## config.mk

```make
export PLATFORM = sky130hd
export DESIGN_NAME = imgproc_top
export DESIGN_NICKNAME = d
export VERILOG_FILES = /design/src/common/imgproc_pkg.sv /design/src/verilog/pixel_stream_reg.sv /design/src/verilog/frame_scanner.sv /design/src/colour_detect/hsv_convert.sv /design/src/colour_detect/colour_classifier.sv /design/src/box_tracker/box_tracker.sv /design/src/verilog/overlay_mixer.sv /design/src/verilog/imgproc_regs.sv /design/src/verilog/imgproc_top.sv
export SDC_FILE = /design/constraint.sdc
export NUM_CORES = 2
export LEC_CHECK = 0
export ABC_AREA = 1
export ABC_CLOCK_PERIOD_IN_PS = 33600
export BUFFER_PORTS_ARGS = -buffer_cell sky130_fd_sc_hd__buf_2
export CAP_MARGIN = 20
export CELL_PAD_IN_SITES_DETAIL_PLACEMENT = 1
export CELL_PAD_IN_SITES_GLOBAL_PLACEMENT = 2
export CORE_UTILIZATION = 33
export CTS_CLUSTER_SIZE = 30
export DETAILED_ROUTE_END_ITERATION = 6
export MAX_ROUTING_LAYER = met4
export PLACE_DENSITY = 0.88
export SYNTH_ARGS = -nofsm -noshare
export SYNTH_HDL_FRONTEND = slang
export SYNTH_SLANG_ARGS = --single-unit
export TNS_END_PERCENT = 1
```

## constraint.sdc

```tcl
create_clock -name clk -period 33.6 [get_ports clk]
set_input_delay 0 -clock clk [delete_from_list [all_inputs] [get_ports clk]]
set_output_delay 0 -clock clk [all_outputs]
set_load 0.02 [all_outputs]
```

## src/common/imgproc_pkg.sv

```systemverilog
package imgproc_pkg;

	////////////////////////////////////////
	// frame geometry and tracking
	localparam int COORD_W = 11;
	localparam logic [COORD_W-1:0] IMAGE_W = 11'd640; // pixels per line
	localparam logic [COORD_W-1:0] ROI_TOP = 11'd160; // first line that may be tracked
	localparam int RUN_LEN = 4; // consecutive detections before a pixel counts

	// hsv windows, bounds inclusive
	localparam logic [7:0] RED_HUE_MIN = 8'd5;
	localparam logic [7:0] RED_HUE_MAX = 8'd18;
	localparam logic [7:0] RED_SAT_MIN = 8'd178;
	localparam logic [7:0] RED_SAT_MAX = 8'd254;
	localparam logic [7:0] RED_VAL_MIN = 8'd83;
	localparam logic [7:0] RED_VAL_MAX = 8'd255;
	localparam logic [7:0] BLUE_HUE_MIN = 8'd60;
	localparam logic [7:0] BLUE_HUE_MAX = 8'd92;
	localparam logic [7:0] BLUE_SAT_MIN = 8'd60;
	localparam logic [7:0] BLUE_SAT_MAX = 8'd163;
	localparam logic [7:0] BLUE_VAL_MIN = 8'd46;
	localparam logic [7:0] BLUE_VAL_MAX = 8'd236;

	////////////////////////////////////////
	// stream and pixel types
	typedef struct packed {
		logic [7:0] r;
		logic [7:0] g;
		logic [7:0] b;
	} rgb_t;

	// start-of-packet word, type sits in the low nibble
	typedef struct packed {
		logic [19:0] reserved;
		logic [3:0]  ptype; // 0 is video
	} descriptor_t;

	typedef union packed {
		rgb_t        pix;
		descriptor_t desc;
	} pixel_word_u;

	typedef struct packed {
		pixel_word_u word;
		logic        sop;
		logic        eop;
	} stream_beat_t;

	typedef struct packed {
		logic [7:0] hue; // degrees / 2
		logic [7:0] sat;
		logic [7:0] val;
	} hsv_t;

	typedef struct packed {
		logic [COORD_W-1:0] x;
		logic [COORD_W-1:0] y;
	} coord_t;

	typedef struct packed {
		logic               found;
		logic [COORD_W-1:0] left;
		logic [COORD_W-1:0] right;
		logic [COORD_W-1:0] top;
		logic [COORD_W-1:0] bottom;
	} box_t;

	// min at the top of the range and max at zero, so the first hit sets both
	localparam box_t BOX_EMPTY = '{found: 1'b0, left: '1, right: '0, top: '1, bottom: '0};

	typedef struct packed {
		logic        cyc;
		logic        stb;
		logic        we;
		logic [2:0]  adr;
		logic [31:0] dat;
	} wb_req_t;

	typedef struct packed {
		logic        ack;
		logic [31:0] dat;
	} wb_rsp_t;

	////////////////////////////////////////
	// colours and register map
	localparam rgb_t RED_HIGHLIGHT = 24'hff0000;
	localparam rgb_t BLUE_HIGHLIGHT = 24'h0000ff;
	localparam rgb_t RED_COL_DEFAULT = 24'hff0000;
	localparam rgb_t BLUE_COL_DEFAULT = 24'h0000ff;
	localparam logic [31:0] CORE_ID = 32'h1234_eee2;

	localparam logic [2:0] ADDR_STATUS = 3'd0;
	localparam logic [2:0] ADDR_ID = 3'd1;
	localparam logic [2:0] ADDR_RED_COL = 3'd2;
	localparam logic [2:0] ADDR_BLUE_COL = 3'd3;
	localparam logic [2:0] ADDR_RED_TL = 3'd4;
	localparam logic [2:0] ADDR_RED_BR = 3'd5;
	localparam logic [2:0] ADDR_BLUE_TL = 3'd6;
	localparam logic [2:0] ADDR_BLUE_BR = 3'd7;

endpackage

```

## src/verilog/pixel_stream_reg.sv

```systemverilog
module pixel_stream_reg (
	input  logic                      clk,
	input  logic                      reset_n,
	input  imgproc_pkg::stream_beat_t beat_i,
	input  logic                      valid_i,
	output logic                      ready_o,
	output imgproc_pkg::stream_beat_t beat_o,
	output logic                      valid_o,
	input  logic                      ready_i
);

	imgproc_pkg::stream_beat_t beat_q;
	logic valid_q;

	// room when empty or when the held beat leaves this cycle
	assign ready_o = ~valid_q | ready_i;
	assign beat_o = beat_q;
	assign valid_o = valid_q;

	always_ff @(posedge clk) begin
		if (!reset_n)
			valid_q <= 1'b0;
		else if (ready_o)
			valid_q <= valid_i;
	end

	always_ff @(posedge clk) begin
		if (ready_o && valid_i)
			beat_q <= beat_i; // payload moves only with a valid beat
	end

	// a stalled beat must not change or vanish
	a_hold_stable: assert property (@(posedge clk) disable iff (!reset_n)
		valid_o && !ready_i |=> valid_o && $stable(beat_o));

endmodule

```

## src/verilog/frame_scanner.sv

```systemverilog
module frame_scanner (
	input  logic                      clk,
	input  logic                      reset_n,
	input  imgproc_pkg::stream_beat_t beat_i,
	input  logic                      accept_i,
	output imgproc_pkg::coord_t       coord_o,
	output logic                      is_video_o
);

	always_ff @(posedge clk) begin
		if (!reset_n) begin
			coord_o <= '0;
			is_video_o <= 1'b0;
		end
		else if (accept_i) begin
			if (beat_i.sop) begin
				// descriptor word, first pixel follows at 0,0
				coord_o <= '0;
				is_video_o <= (beat_i.word.desc.ptype == 4'h0);
			end
			else if (coord_o.x == imgproc_pkg::IMAGE_W - 11'd1) begin
				coord_o.x <= '0; // end of line
				coord_o.y <= coord_o.y + 11'd1;
			end
			else begin
				coord_o.x <= coord_o.x + 11'd1;
			end
		end
	end

	a_x_in_line: assert property (@(posedge clk) disable iff (!reset_n)
		coord_o.x < imgproc_pkg::IMAGE_W);

endmodule

```

## src/colour_detect/hsv_convert.sv

```systemverilog
module hsv_convert (
	input  imgproc_pkg::rgb_t pixel_i,
	output imgproc_pkg::hsv_t hsv_o
);

	logic [7:0] r, g, b;
	logic [7:0] mx, mn, d;
	logic [7:0] diff;  // magnitude of the two other channels' difference
	logic       neg;   // subtract the offset from the sector base
	logic [8:0] base;  // sector centre in degrees
	logic [8:0] q;
	logic [8:0] h360;

	assign r = pixel_i.r;
	assign g = pixel_i.g;
	assign b = pixel_i.b;
	assign mx = (r >= g) ? ((r >= b) ? r : b) : ((g >= b) ? g : b);
	assign mn = (r <= g) ? ((r <= b) ? r : b) : ((g <= b) ? g : b);
	assign d = mx - mn;

	////////////////////////////////////////
	// hue sector, r wins ties then g
	always_comb begin
		if (mx == r) begin
			neg = (g < b);
			base = neg ? 9'd360 : 9'd0;
			diff = neg ? b - g : g - b;
		end
		else if (mx == g) begin
			neg = (b < r);
			base = 9'd120;
			diff = neg ? r - b : b - r;
		end
		else begin
			neg = (r < g);
			base = 9'd240;
			diff = neg ? g - r : r - g;
		end
	end

	always_comb begin
		q = '0;
		h360 = '0; // grey pixel
		if (d != 8'd0) begin
			q = 9'((14'd60 * 14'(diff)) / 14'(d));
			h360 = neg ? base - q : base + q;
		end
	end

	always_comb begin
		hsv_o.hue = h360[8:1];
		hsv_o.val = mx;
		if (mx == 8'd0)
			hsv_o.sat = 8'd0;
		else
			hsv_o.sat = 8'((16'(d) * 16'd255) / 16'(mx)); // truncated
	end

endmodule

```

## src/colour_detect/colour_classifier.sv

```systemverilog
module colour_classifier (
	input  logic                clk,
	input  logic                reset_n,
	input  imgproc_pkg::hsv_t   hsv_i,
	input  imgproc_pkg::coord_t coord_i,
	input  logic                accept_i,
	output logic                red_hit_o,
	output logic                blue_hit_o
);

	logic red_det, blue_det, in_roi;
	logic [imgproc_pkg::RUN_LEN-2:0] red_hist, blue_hist; // previous detections, newest in bit 0

	function automatic logic in_window(
		input imgproc_pkg::hsv_t p,
		input logic [7:0] h_lo, input logic [7:0] h_hi,
		input logic [7:0] s_lo, input logic [7:0] s_hi,
		input logic [7:0] v_lo, input logic [7:0] v_hi
	);
		return (p.hue >= h_lo) && (p.hue <= h_hi) &&
			(p.sat >= s_lo) && (p.sat <= s_hi) &&
			(p.val >= v_lo) && (p.val <= v_hi);
	endfunction

	assign red_det = in_window(hsv_i,
		imgproc_pkg::RED_HUE_MIN, imgproc_pkg::RED_HUE_MAX,
		imgproc_pkg::RED_SAT_MIN, imgproc_pkg::RED_SAT_MAX,
		imgproc_pkg::RED_VAL_MIN, imgproc_pkg::RED_VAL_MAX);
	assign blue_det = in_window(hsv_i,
		imgproc_pkg::BLUE_HUE_MIN, imgproc_pkg::BLUE_HUE_MAX,
		imgproc_pkg::BLUE_SAT_MIN, imgproc_pkg::BLUE_SAT_MAX,
		imgproc_pkg::BLUE_VAL_MIN, imgproc_pkg::BLUE_VAL_MAX);

	assign in_roi = (coord_i.y >= imgproc_pkg::ROI_TOP);

	// history runs across line and frame ends
	always_ff @(posedge clk) begin
		if (!reset_n) begin
			red_hist <= '0;
			blue_hist <= '0;
		end
		else if (accept_i) begin
			red_hist <= {red_hist[imgproc_pkg::RUN_LEN-3:0], red_det};
			blue_hist <= {blue_hist[imgproc_pkg::RUN_LEN-3:0], blue_det};
		end
	end

	assign red_hit_o = red_det & (&red_hist) & in_roi;
	assign blue_hit_o = blue_det & (&blue_hist) & in_roi;

endmodule

```

## src/box_tracker/box_tracker.sv

```systemverilog
module box_tracker (
	input  logic                clk,
	input  logic                reset_n,
	input  logic                hit_i,
	input  logic                accept_i,
	input  logic                sop_i,
	input  logic                eop_i,
	input  logic                is_video_i,
	input  imgproc_pkg::coord_t coord_i,
	output imgproc_pkg::box_t   box_o
);

	imgproc_pkg::box_t run_q;    // extents of the frame in progress
	imgproc_pkg::box_t run_next; // extents including the current beat

	////////////////////////////////////////
	// widen the running box on a hit
	always_comb begin
		run_next = run_q;
		if (hit_i) begin
			run_next.found = 1'b1;
			if (coord_i.x < run_q.left)
				run_next.left = coord_i.x;
			if (coord_i.x > run_q.right)
				run_next.right = coord_i.x;
			if (coord_i.y < run_q.top)
				run_next.top = coord_i.y;
			if (coord_i.y > run_q.bottom)
				run_next.bottom = coord_i.y;
		end
	end

	always_ff @(posedge clk) begin
		if (!reset_n) begin
			run_q <= imgproc_pkg::BOX_EMPTY;
			box_o <= '0; // nothing found yet, no outline
		end
		else if (accept_i) begin
			if (sop_i) begin
				run_q <= imgproc_pkg::BOX_EMPTY; // new packet
			end
			else begin
				run_q <= run_next;
				// last pixel counts too, shown over the next frame
				if (eop_i && is_video_i)
					box_o <= run_next;
			end
		end
	end

endmodule

```

## src/verilog/overlay_mixer.sv

```systemverilog
module overlay_mixer (
	input  imgproc_pkg::stream_beat_t beat_i,
	input  logic                      mode_i,
	input  logic                      is_video_i,
	input  imgproc_pkg::coord_t       coord_i,
	input  imgproc_pkg::box_t         red_box_i,
	input  imgproc_pkg::box_t         blue_box_i,
	input  imgproc_pkg::rgb_t         red_col_i,
	input  imgproc_pkg::rgb_t         blue_col_i,
	input  logic                      red_hit_i,
	input  logic                      blue_hit_i,
	output imgproc_pkg::stream_beat_t beat_o
);

	imgproc_pkg::rgb_t pix, new_pix;
	logic [7:0] grey;

	function automatic logic on_outline(
		input imgproc_pkg::box_t bx,
		input imgproc_pkg::coord_t c
	);
		return bx.found && (c.x == bx.left || c.x == bx.right ||
			c.y == bx.top || c.y == bx.bottom);
	endfunction

	assign pix = beat_i.word.pix;
	assign grey = {1'b0, pix.g[7:1]} + {2'b00, pix.r[7:2]} + {2'b00, pix.b[7:2]}; // max 253

	// outline beats highlight, red beats blue
	always_comb begin
		if (on_outline(red_box_i, coord_i))
			new_pix = red_col_i;
		else if (on_outline(blue_box_i, coord_i))
			new_pix = blue_col_i;
		else if (red_hit_i)
			new_pix = imgproc_pkg::RED_HIGHLIGHT;
		else if (blue_hit_i)
			new_pix = imgproc_pkg::BLUE_HIGHLIGHT;
		else
			new_pix = '{r: grey, g: grey, b: grey};
	end

	always_comb begin
		beat_o = beat_i;
		if (mode_i && !beat_i.sop && is_video_i)
			beat_o.word.pix = new_pix; // descriptors and other packets untouched
	end

endmodule

```

## src/verilog/imgproc_regs.sv

```systemverilog
module imgproc_regs (
	input  logic                 clk,
	input  logic                 reset_n,
	input  imgproc_pkg::wb_req_t wb_req_i,
	output imgproc_pkg::wb_rsp_t wb_rsp_o,
	input  imgproc_pkg::box_t    red_box_i,
	input  imgproc_pkg::box_t    blue_box_i,
	output imgproc_pkg::rgb_t    red_col_o,
	output imgproc_pkg::rgb_t    blue_col_o
);

	logic        req;     // request seen and not yet acknowledged
	logic        ack_q;
	logic [31:0] rd_data;
	logic [31:0] rd_q;

	// corner word, horizontal in 26:16 and vertical in 10:0
	function automatic logic [31:0] corner(
		input logic [imgproc_pkg::COORD_W-1:0] h,
		input logic [imgproc_pkg::COORD_W-1:0] v
	);
		return {5'b0, h, 5'b0, v};
	endfunction

	assign req = wb_req_i.cyc && wb_req_i.stb && !ack_q;
	assign wb_rsp_o = '{ack: ack_q, dat: rd_q};

	always_comb begin
		case (wb_req_i.adr)
			imgproc_pkg::ADDR_STATUS:   rd_data = {30'b0, blue_box_i.found, red_box_i.found};
			imgproc_pkg::ADDR_ID:       rd_data = imgproc_pkg::CORE_ID;
			imgproc_pkg::ADDR_RED_COL:  rd_data = {8'h00, red_col_o};
			imgproc_pkg::ADDR_BLUE_COL: rd_data = {8'h00, blue_col_o};
			imgproc_pkg::ADDR_RED_TL:   rd_data = corner(red_box_i.left, red_box_i.top);
			imgproc_pkg::ADDR_RED_BR:   rd_data = corner(red_box_i.right, red_box_i.bottom);
			imgproc_pkg::ADDR_BLUE_TL:  rd_data = corner(blue_box_i.left, blue_box_i.top);
			imgproc_pkg::ADDR_BLUE_BR:  rd_data = corner(blue_box_i.right, blue_box_i.bottom);
			default:                    rd_data = 32'h0;
		endcase
	end

	////////////////////////////////////////
	// single-cycle ack, write lands with it
	always_ff @(posedge clk) begin
		if (!reset_n) begin
			ack_q <= 1'b0;
			red_col_o <= imgproc_pkg::RED_COL_DEFAULT;
			blue_col_o <= imgproc_pkg::BLUE_COL_DEFAULT;
		end
		else begin
			ack_q <= req;
			if (req && wb_req_i.we) begin
				if (wb_req_i.adr == imgproc_pkg::ADDR_RED_COL)
					red_col_o <= wb_req_i.dat[23:0];
				if (wb_req_i.adr == imgproc_pkg::ADDR_BLUE_COL)
					blue_col_o <= wb_req_i.dat[23:0];
			end
		end
	end

	always_ff @(posedge clk) begin
		if (req)
			rd_q <= rd_data;
	end

	// master must keep the cycle open until it sees ack
	a_ack_in_cycle: assert property (@(posedge clk) disable iff (!reset_n)
		wb_rsp_o.ack |-> wb_req_i.cyc && wb_req_i.stb);

endmodule

```

## src/verilog/imgproc_top.sv

```systemverilog
module imgproc_top (
	input  logic                      clk,
	input  logic                      reset_n,

	// video in
	input  imgproc_pkg::stream_beat_t sink_beat_i,
	input  logic                      sink_valid_i,
	output logic                      sink_ready_o,

	// video out
	output imgproc_pkg::stream_beat_t source_beat_o,
	output logic                      source_valid_o,
	input  logic                      source_ready_i,

	input  logic                      mode_i, // 1 = highlight and outline
	input  imgproc_pkg::wb_req_t      wb_req_i,
	output imgproc_pkg::wb_rsp_t      wb_rsp_o
);

	imgproc_pkg::stream_beat_t in_beat, mix_beat;
	logic in_valid, out_ready;
	logic accept; // in_reg beat moves into out_reg this cycle
	imgproc_pkg::coord_t coord;
	logic is_video;
	imgproc_pkg::hsv_t hsv;
	logic red_hit, blue_hit;
	imgproc_pkg::box_t red_box, blue_box;
	imgproc_pkg::rgb_t red_col, blue_col;

	assign accept = in_valid & out_ready;

	////////////////////////////////////////
	// stream registers
	pixel_stream_reg u_in_reg (
		.clk(clk), .reset_n(reset_n),
		.beat_i(sink_beat_i), .valid_i(sink_valid_i), .ready_o(sink_ready_o),
		.beat_o(in_beat), .valid_o(in_valid), .ready_i(out_ready)
	);

	pixel_stream_reg u_out_reg (
		.clk(clk), .reset_n(reset_n),
		.beat_i(mix_beat), .valid_i(in_valid), .ready_o(out_ready),
		.beat_o(source_beat_o), .valid_o(source_valid_o), .ready_i(source_ready_i)
	);

	////////////////////////////////////////
	// pixel path between the registers
	frame_scanner u_frame_scanner (
		.clk(clk), .reset_n(reset_n), .beat_i(in_beat), .accept_i(accept),
		.coord_o(coord), .is_video_o(is_video)
	);

	hsv_convert u_hsv_convert (.pixel_i(in_beat.word.pix), .hsv_o(hsv));

	colour_classifier u_colour_classifier (
		.clk(clk), .reset_n(reset_n), .hsv_i(hsv), .coord_i(coord), .accept_i(accept),
		.red_hit_o(red_hit), .blue_hit_o(blue_hit)
	);

	box_tracker u_red_box (
		.clk(clk), .reset_n(reset_n), .hit_i(red_hit), .accept_i(accept),
		.sop_i(in_beat.sop), .eop_i(in_beat.eop), .is_video_i(is_video),
		.coord_i(coord), .box_o(red_box)
	);

	box_tracker u_blue_box (
		.clk(clk), .reset_n(reset_n), .hit_i(blue_hit), .accept_i(accept),
		.sop_i(in_beat.sop), .eop_i(in_beat.eop), .is_video_i(is_video),
		.coord_i(coord), .box_o(blue_box)
	);

	overlay_mixer u_overlay_mixer (
		.beat_i(in_beat), .mode_i(mode_i), .is_video_i(is_video), .coord_i(coord),
		.red_box_i(red_box), .blue_box_i(blue_box),
		.red_col_i(red_col), .blue_col_i(blue_col),
		.red_hit_i(red_hit), .blue_hit_i(blue_hit), .beat_o(mix_beat)
	);

	imgproc_regs u_imgproc_regs (
		.clk(clk), .reset_n(reset_n), .wb_req_i(wb_req_i), .wb_rsp_o(wb_rsp_o),
		.red_box_i(red_box), .blue_box_i(blue_box),
		.red_col_o(red_col), .blue_col_o(blue_col)
	);

endmodule

```

==> flow_summary.yaml <==
cells_and_area:
  seq_area_mm2: 0.00761
  syn2layout_area_growth_pct: 24.2
  stdcell_area_mm2: 0.0438
  drive_above_1_share_pct: 19.7
  multi_input_area_mm2: 0.0254
  fin_util_pct: 41.5
  fill_cells: 13400
  final_common_cell: "nand2_1"
  final_cell_mix: "nand2_1 (1,185), inv_1 (709), buf_4 (429)"
  nets: 6227
  diodes: 0
worst_setup_path:
  cp_max_fo: 11
  cp.arrival_ns: 34.48
  reg2reg_from: "u_in_reg.beat_o[23]"
  cp_top_family: "compound AO/OA/AOI/OAI gates"
  critPathLaunchType: "flip-flop"
  path_buf_inv: 37
  cp-end-kind: "flip-flop"
  crit_start: "u_in_reg.beat_o[23]"
  crit_required_ns: 34.07
  critPathMaxStageDelay_ns: 0.54
  crit_path_frequent_cell: "a21o_1"
  critPathKind: "flip-flop to flip-flop"
  worst_path_max_delay_cell: "fa_1"
synthesis:
  synth_edf_count: 80
  ys_types: 78
  avgSynthCellArea_um2: 6.74
  ys_warn_count: 0
  synthDominantCellAreaShare_pct: 14.8
  synth.yosys.seq_area_share_pct: 21.6
  synthFlopType: "dfxtp_1"
  postSynthCellCount: 5229
  async_flop_share_pct: 0
  ys_seq_elements: 340
  synth_top_area_cell: "dfxtp_1"
  synth_area_mm2: 0.0353
  synthTopCellsByArea: "dfxtp_1 (15%), ha_1 (14%), nand2_1 (13%)"
grt:
  grt_max_degree: 91
  antenna_found_initial: 2
  grt_pass1_wl_um: 214000
  track_usage_pct: 25.6
  grt_pass1_vias: 38200
  grt_overflow: 0
run_status:
  status: "finished, violations left"
  violations: "negative setup slack"
route:
  wl_um: 139000
  drtIter0Drc: 1849
  ant_nets: 0
  routed_via_density: 5.25
  drc: 0
  via_count: 37500
  dr.pass1.iters: 5
  wire_per_inst_um: 19.5
floorplan:
  num_rows: 119
  core_mm2: 0.106
  dieWidth_um: 329
  initial_core_util_pct: 33.4
  die_area_mm2: 0.108
  pin_count: 130
  die_height_um: 329
min_path:
  min_from: "wb_req_i[34]"
  hold_class: "input port to flip-flop"
clocking:
  cts_sinks: 340
  cts_root_buffer: "clkbuf_16"
  clk_latency_ns: 0.57
  cts_tree: "done"
  numCtsBuffers: 39
  clk_pin_slew_ns: 0.06
  htreeDepth: 2
  clockBufferDepth: 3
placed_design:
  dp_hpwl_um: 103000
  placedInstanceArea_mm2: 0.0392
  port-buffer-count: 117
  finalWeightedCongestion: 0.960
sta:
  tightest_slew_ns: 1.14
  min_period_ns: 34.01
  finalSetupViolations: 112
  rsz0062_at_grt: "yes"
  setup_slack_ns: -0.405
  slew_viol_final: 0
  setup_tns_ns: -31.31
  layout_worst_path_cycle_share_pct: 101
  max_freq_ghz: 0.0294
  finalClockSkew_ns: 0.0261
  hold_violations: 0
  worst_slew_margin_rel_pct: 23.7
run:
  drv_cap: 0
[cells in the mapped netlist, types with 47 or more instances]
master and n:
o21ai_0 322, dfxtp_1 260, a21o_1 52, buf_2 47
nand3_1 302, a21oi_1 322, xor2_1 170, edfxtp_1 80
nand4_1 88, ha_1 392, inv_1 748, xnor2_1 92
fa_1 50, nor3_1 54, clkbuf_1 95, nand2_1 1258
nand2_2 77, nor2_1 321
[path summary, 6_finish.rpt]
kind	cells past startpoint	slack, ns	endpoint
hold reg to reg	2	0.47	u_red_box.run_q[24]
setup / recovery	232	-0.41	u_red_box.box_o[18]
setup reg to reg	232	-0.41	u_red_box.box_o[18]
hold / removal	3	0.06	u_imgproc_regs.rd_q[28]
[kinds of logic (layout without fill, tap and decap cells)]
logic type / count (synthesis) / after routing / synth area share [%]
AND/OR/NAND/NOR: 2230 / 2230 / 27.9
AO/OA/AOI/OAI: 984 / 984 / 16.2
buffers and inverters: 964 / 1478 / 10.9
adder cells (fa/ha/maj): 442 / 442 / 16.7
flip-flops: 340 / 340 / 21.6
XOR/XNOR: 262 / 262 / 6.51
multiplexers: 6 / 6 / 0.181
other: 1 / 4 / 0.0106
[layer usage]
metal / track usage (%) / vias up / wire, µm / part of all wire (%)
met5: - / - / 0 / 0
met4: 12.0 / 0 / 7430 / 5.3
met3: 1.96 / 284 / 4650 / 3.3
met2: 43.0 / 745 / 66500 / 48
met1: 31.0 / 18200 / 60600 / 44
li1: - / 18200 / - / -
[metrics by stage]
step | setup WS, ns | hold WS, ns | instances
2_1_floorplan | 0.00188 | 0.0989 | 5232
3_3_place_gp | -0.955 | 0.177 | 6842
3_5_place_dp | -2.04 | 0.178 | 6843
4_1_cts | 0.00689 | 0.0246 | 7047
5_1_grt | -2.46 | 0.0571 | 7137
6_report | -0.405 | 0.0604 | 7137
[worst reg2reg max path, delay by kind of cell (launching register included)]
| kind | cells | cell delay (ns) |
|---|---|---|
| xor+xnor | 2 | 0.42 |
| simple gates | 72 | 7.68 |
| flops | 1 | 0.49 |
| fa+ha+maj | 24 | 7.48 |
| buf+inv | 37 | 3.14 |
| compound gates | 97 | 14.70 |
[layout make-up]
cell class | instances | share of cell area [%]
clock buffers | 50 | 2.42
repair buffers | 627 | 10.8
repair inverters | 1 | 0.0171
well taps | 1391 | 3.97
flip-flops and latches | 340 | 17.4
inverters | 779 | 6.78
multi-input cells | 3928 | 58.0
clock inverters | 21 | 0.637
[state kept, by name, indices dropped and copies added (netlist names)]
signal	flops
u_frame_scanner.coord_o	22
u_out_reg.valid_o	1
u_imgproc_regs.red_col_o	24
u_in_reg.valid_o	1
u_imgproc_regs.rd_q	28
u_imgproc_regs.blue_col_o	24
u_imgproc_regs.ack_q	1
u_colour_classifier.blue_hist	3
u_red_box.box_o	45
u_blue_box.box_o	45
u_red_box.run_q	45
u_out_reg.beat_o	26
u_colour_classifier.red_hist	3
u_blue_box.run_q	45
u_frame_scanner.is_video_o	1
u_in_reg.beat_o	26
[timing repair]
item                                    4_1_cts  5_1_grt
pin swaps                                    57      194
endpoints found under the hold margin       111        0
setup buffers                                75       89
hold buffers                                 57        0
cloned                                        1        0
endpoints found under the setup margin      168      206
gates resized for setup                      86      270
Power is left out: the tool's default activity adds up to more than one toggle a clock period on the data nets, which glitch-free logic cannot reach.
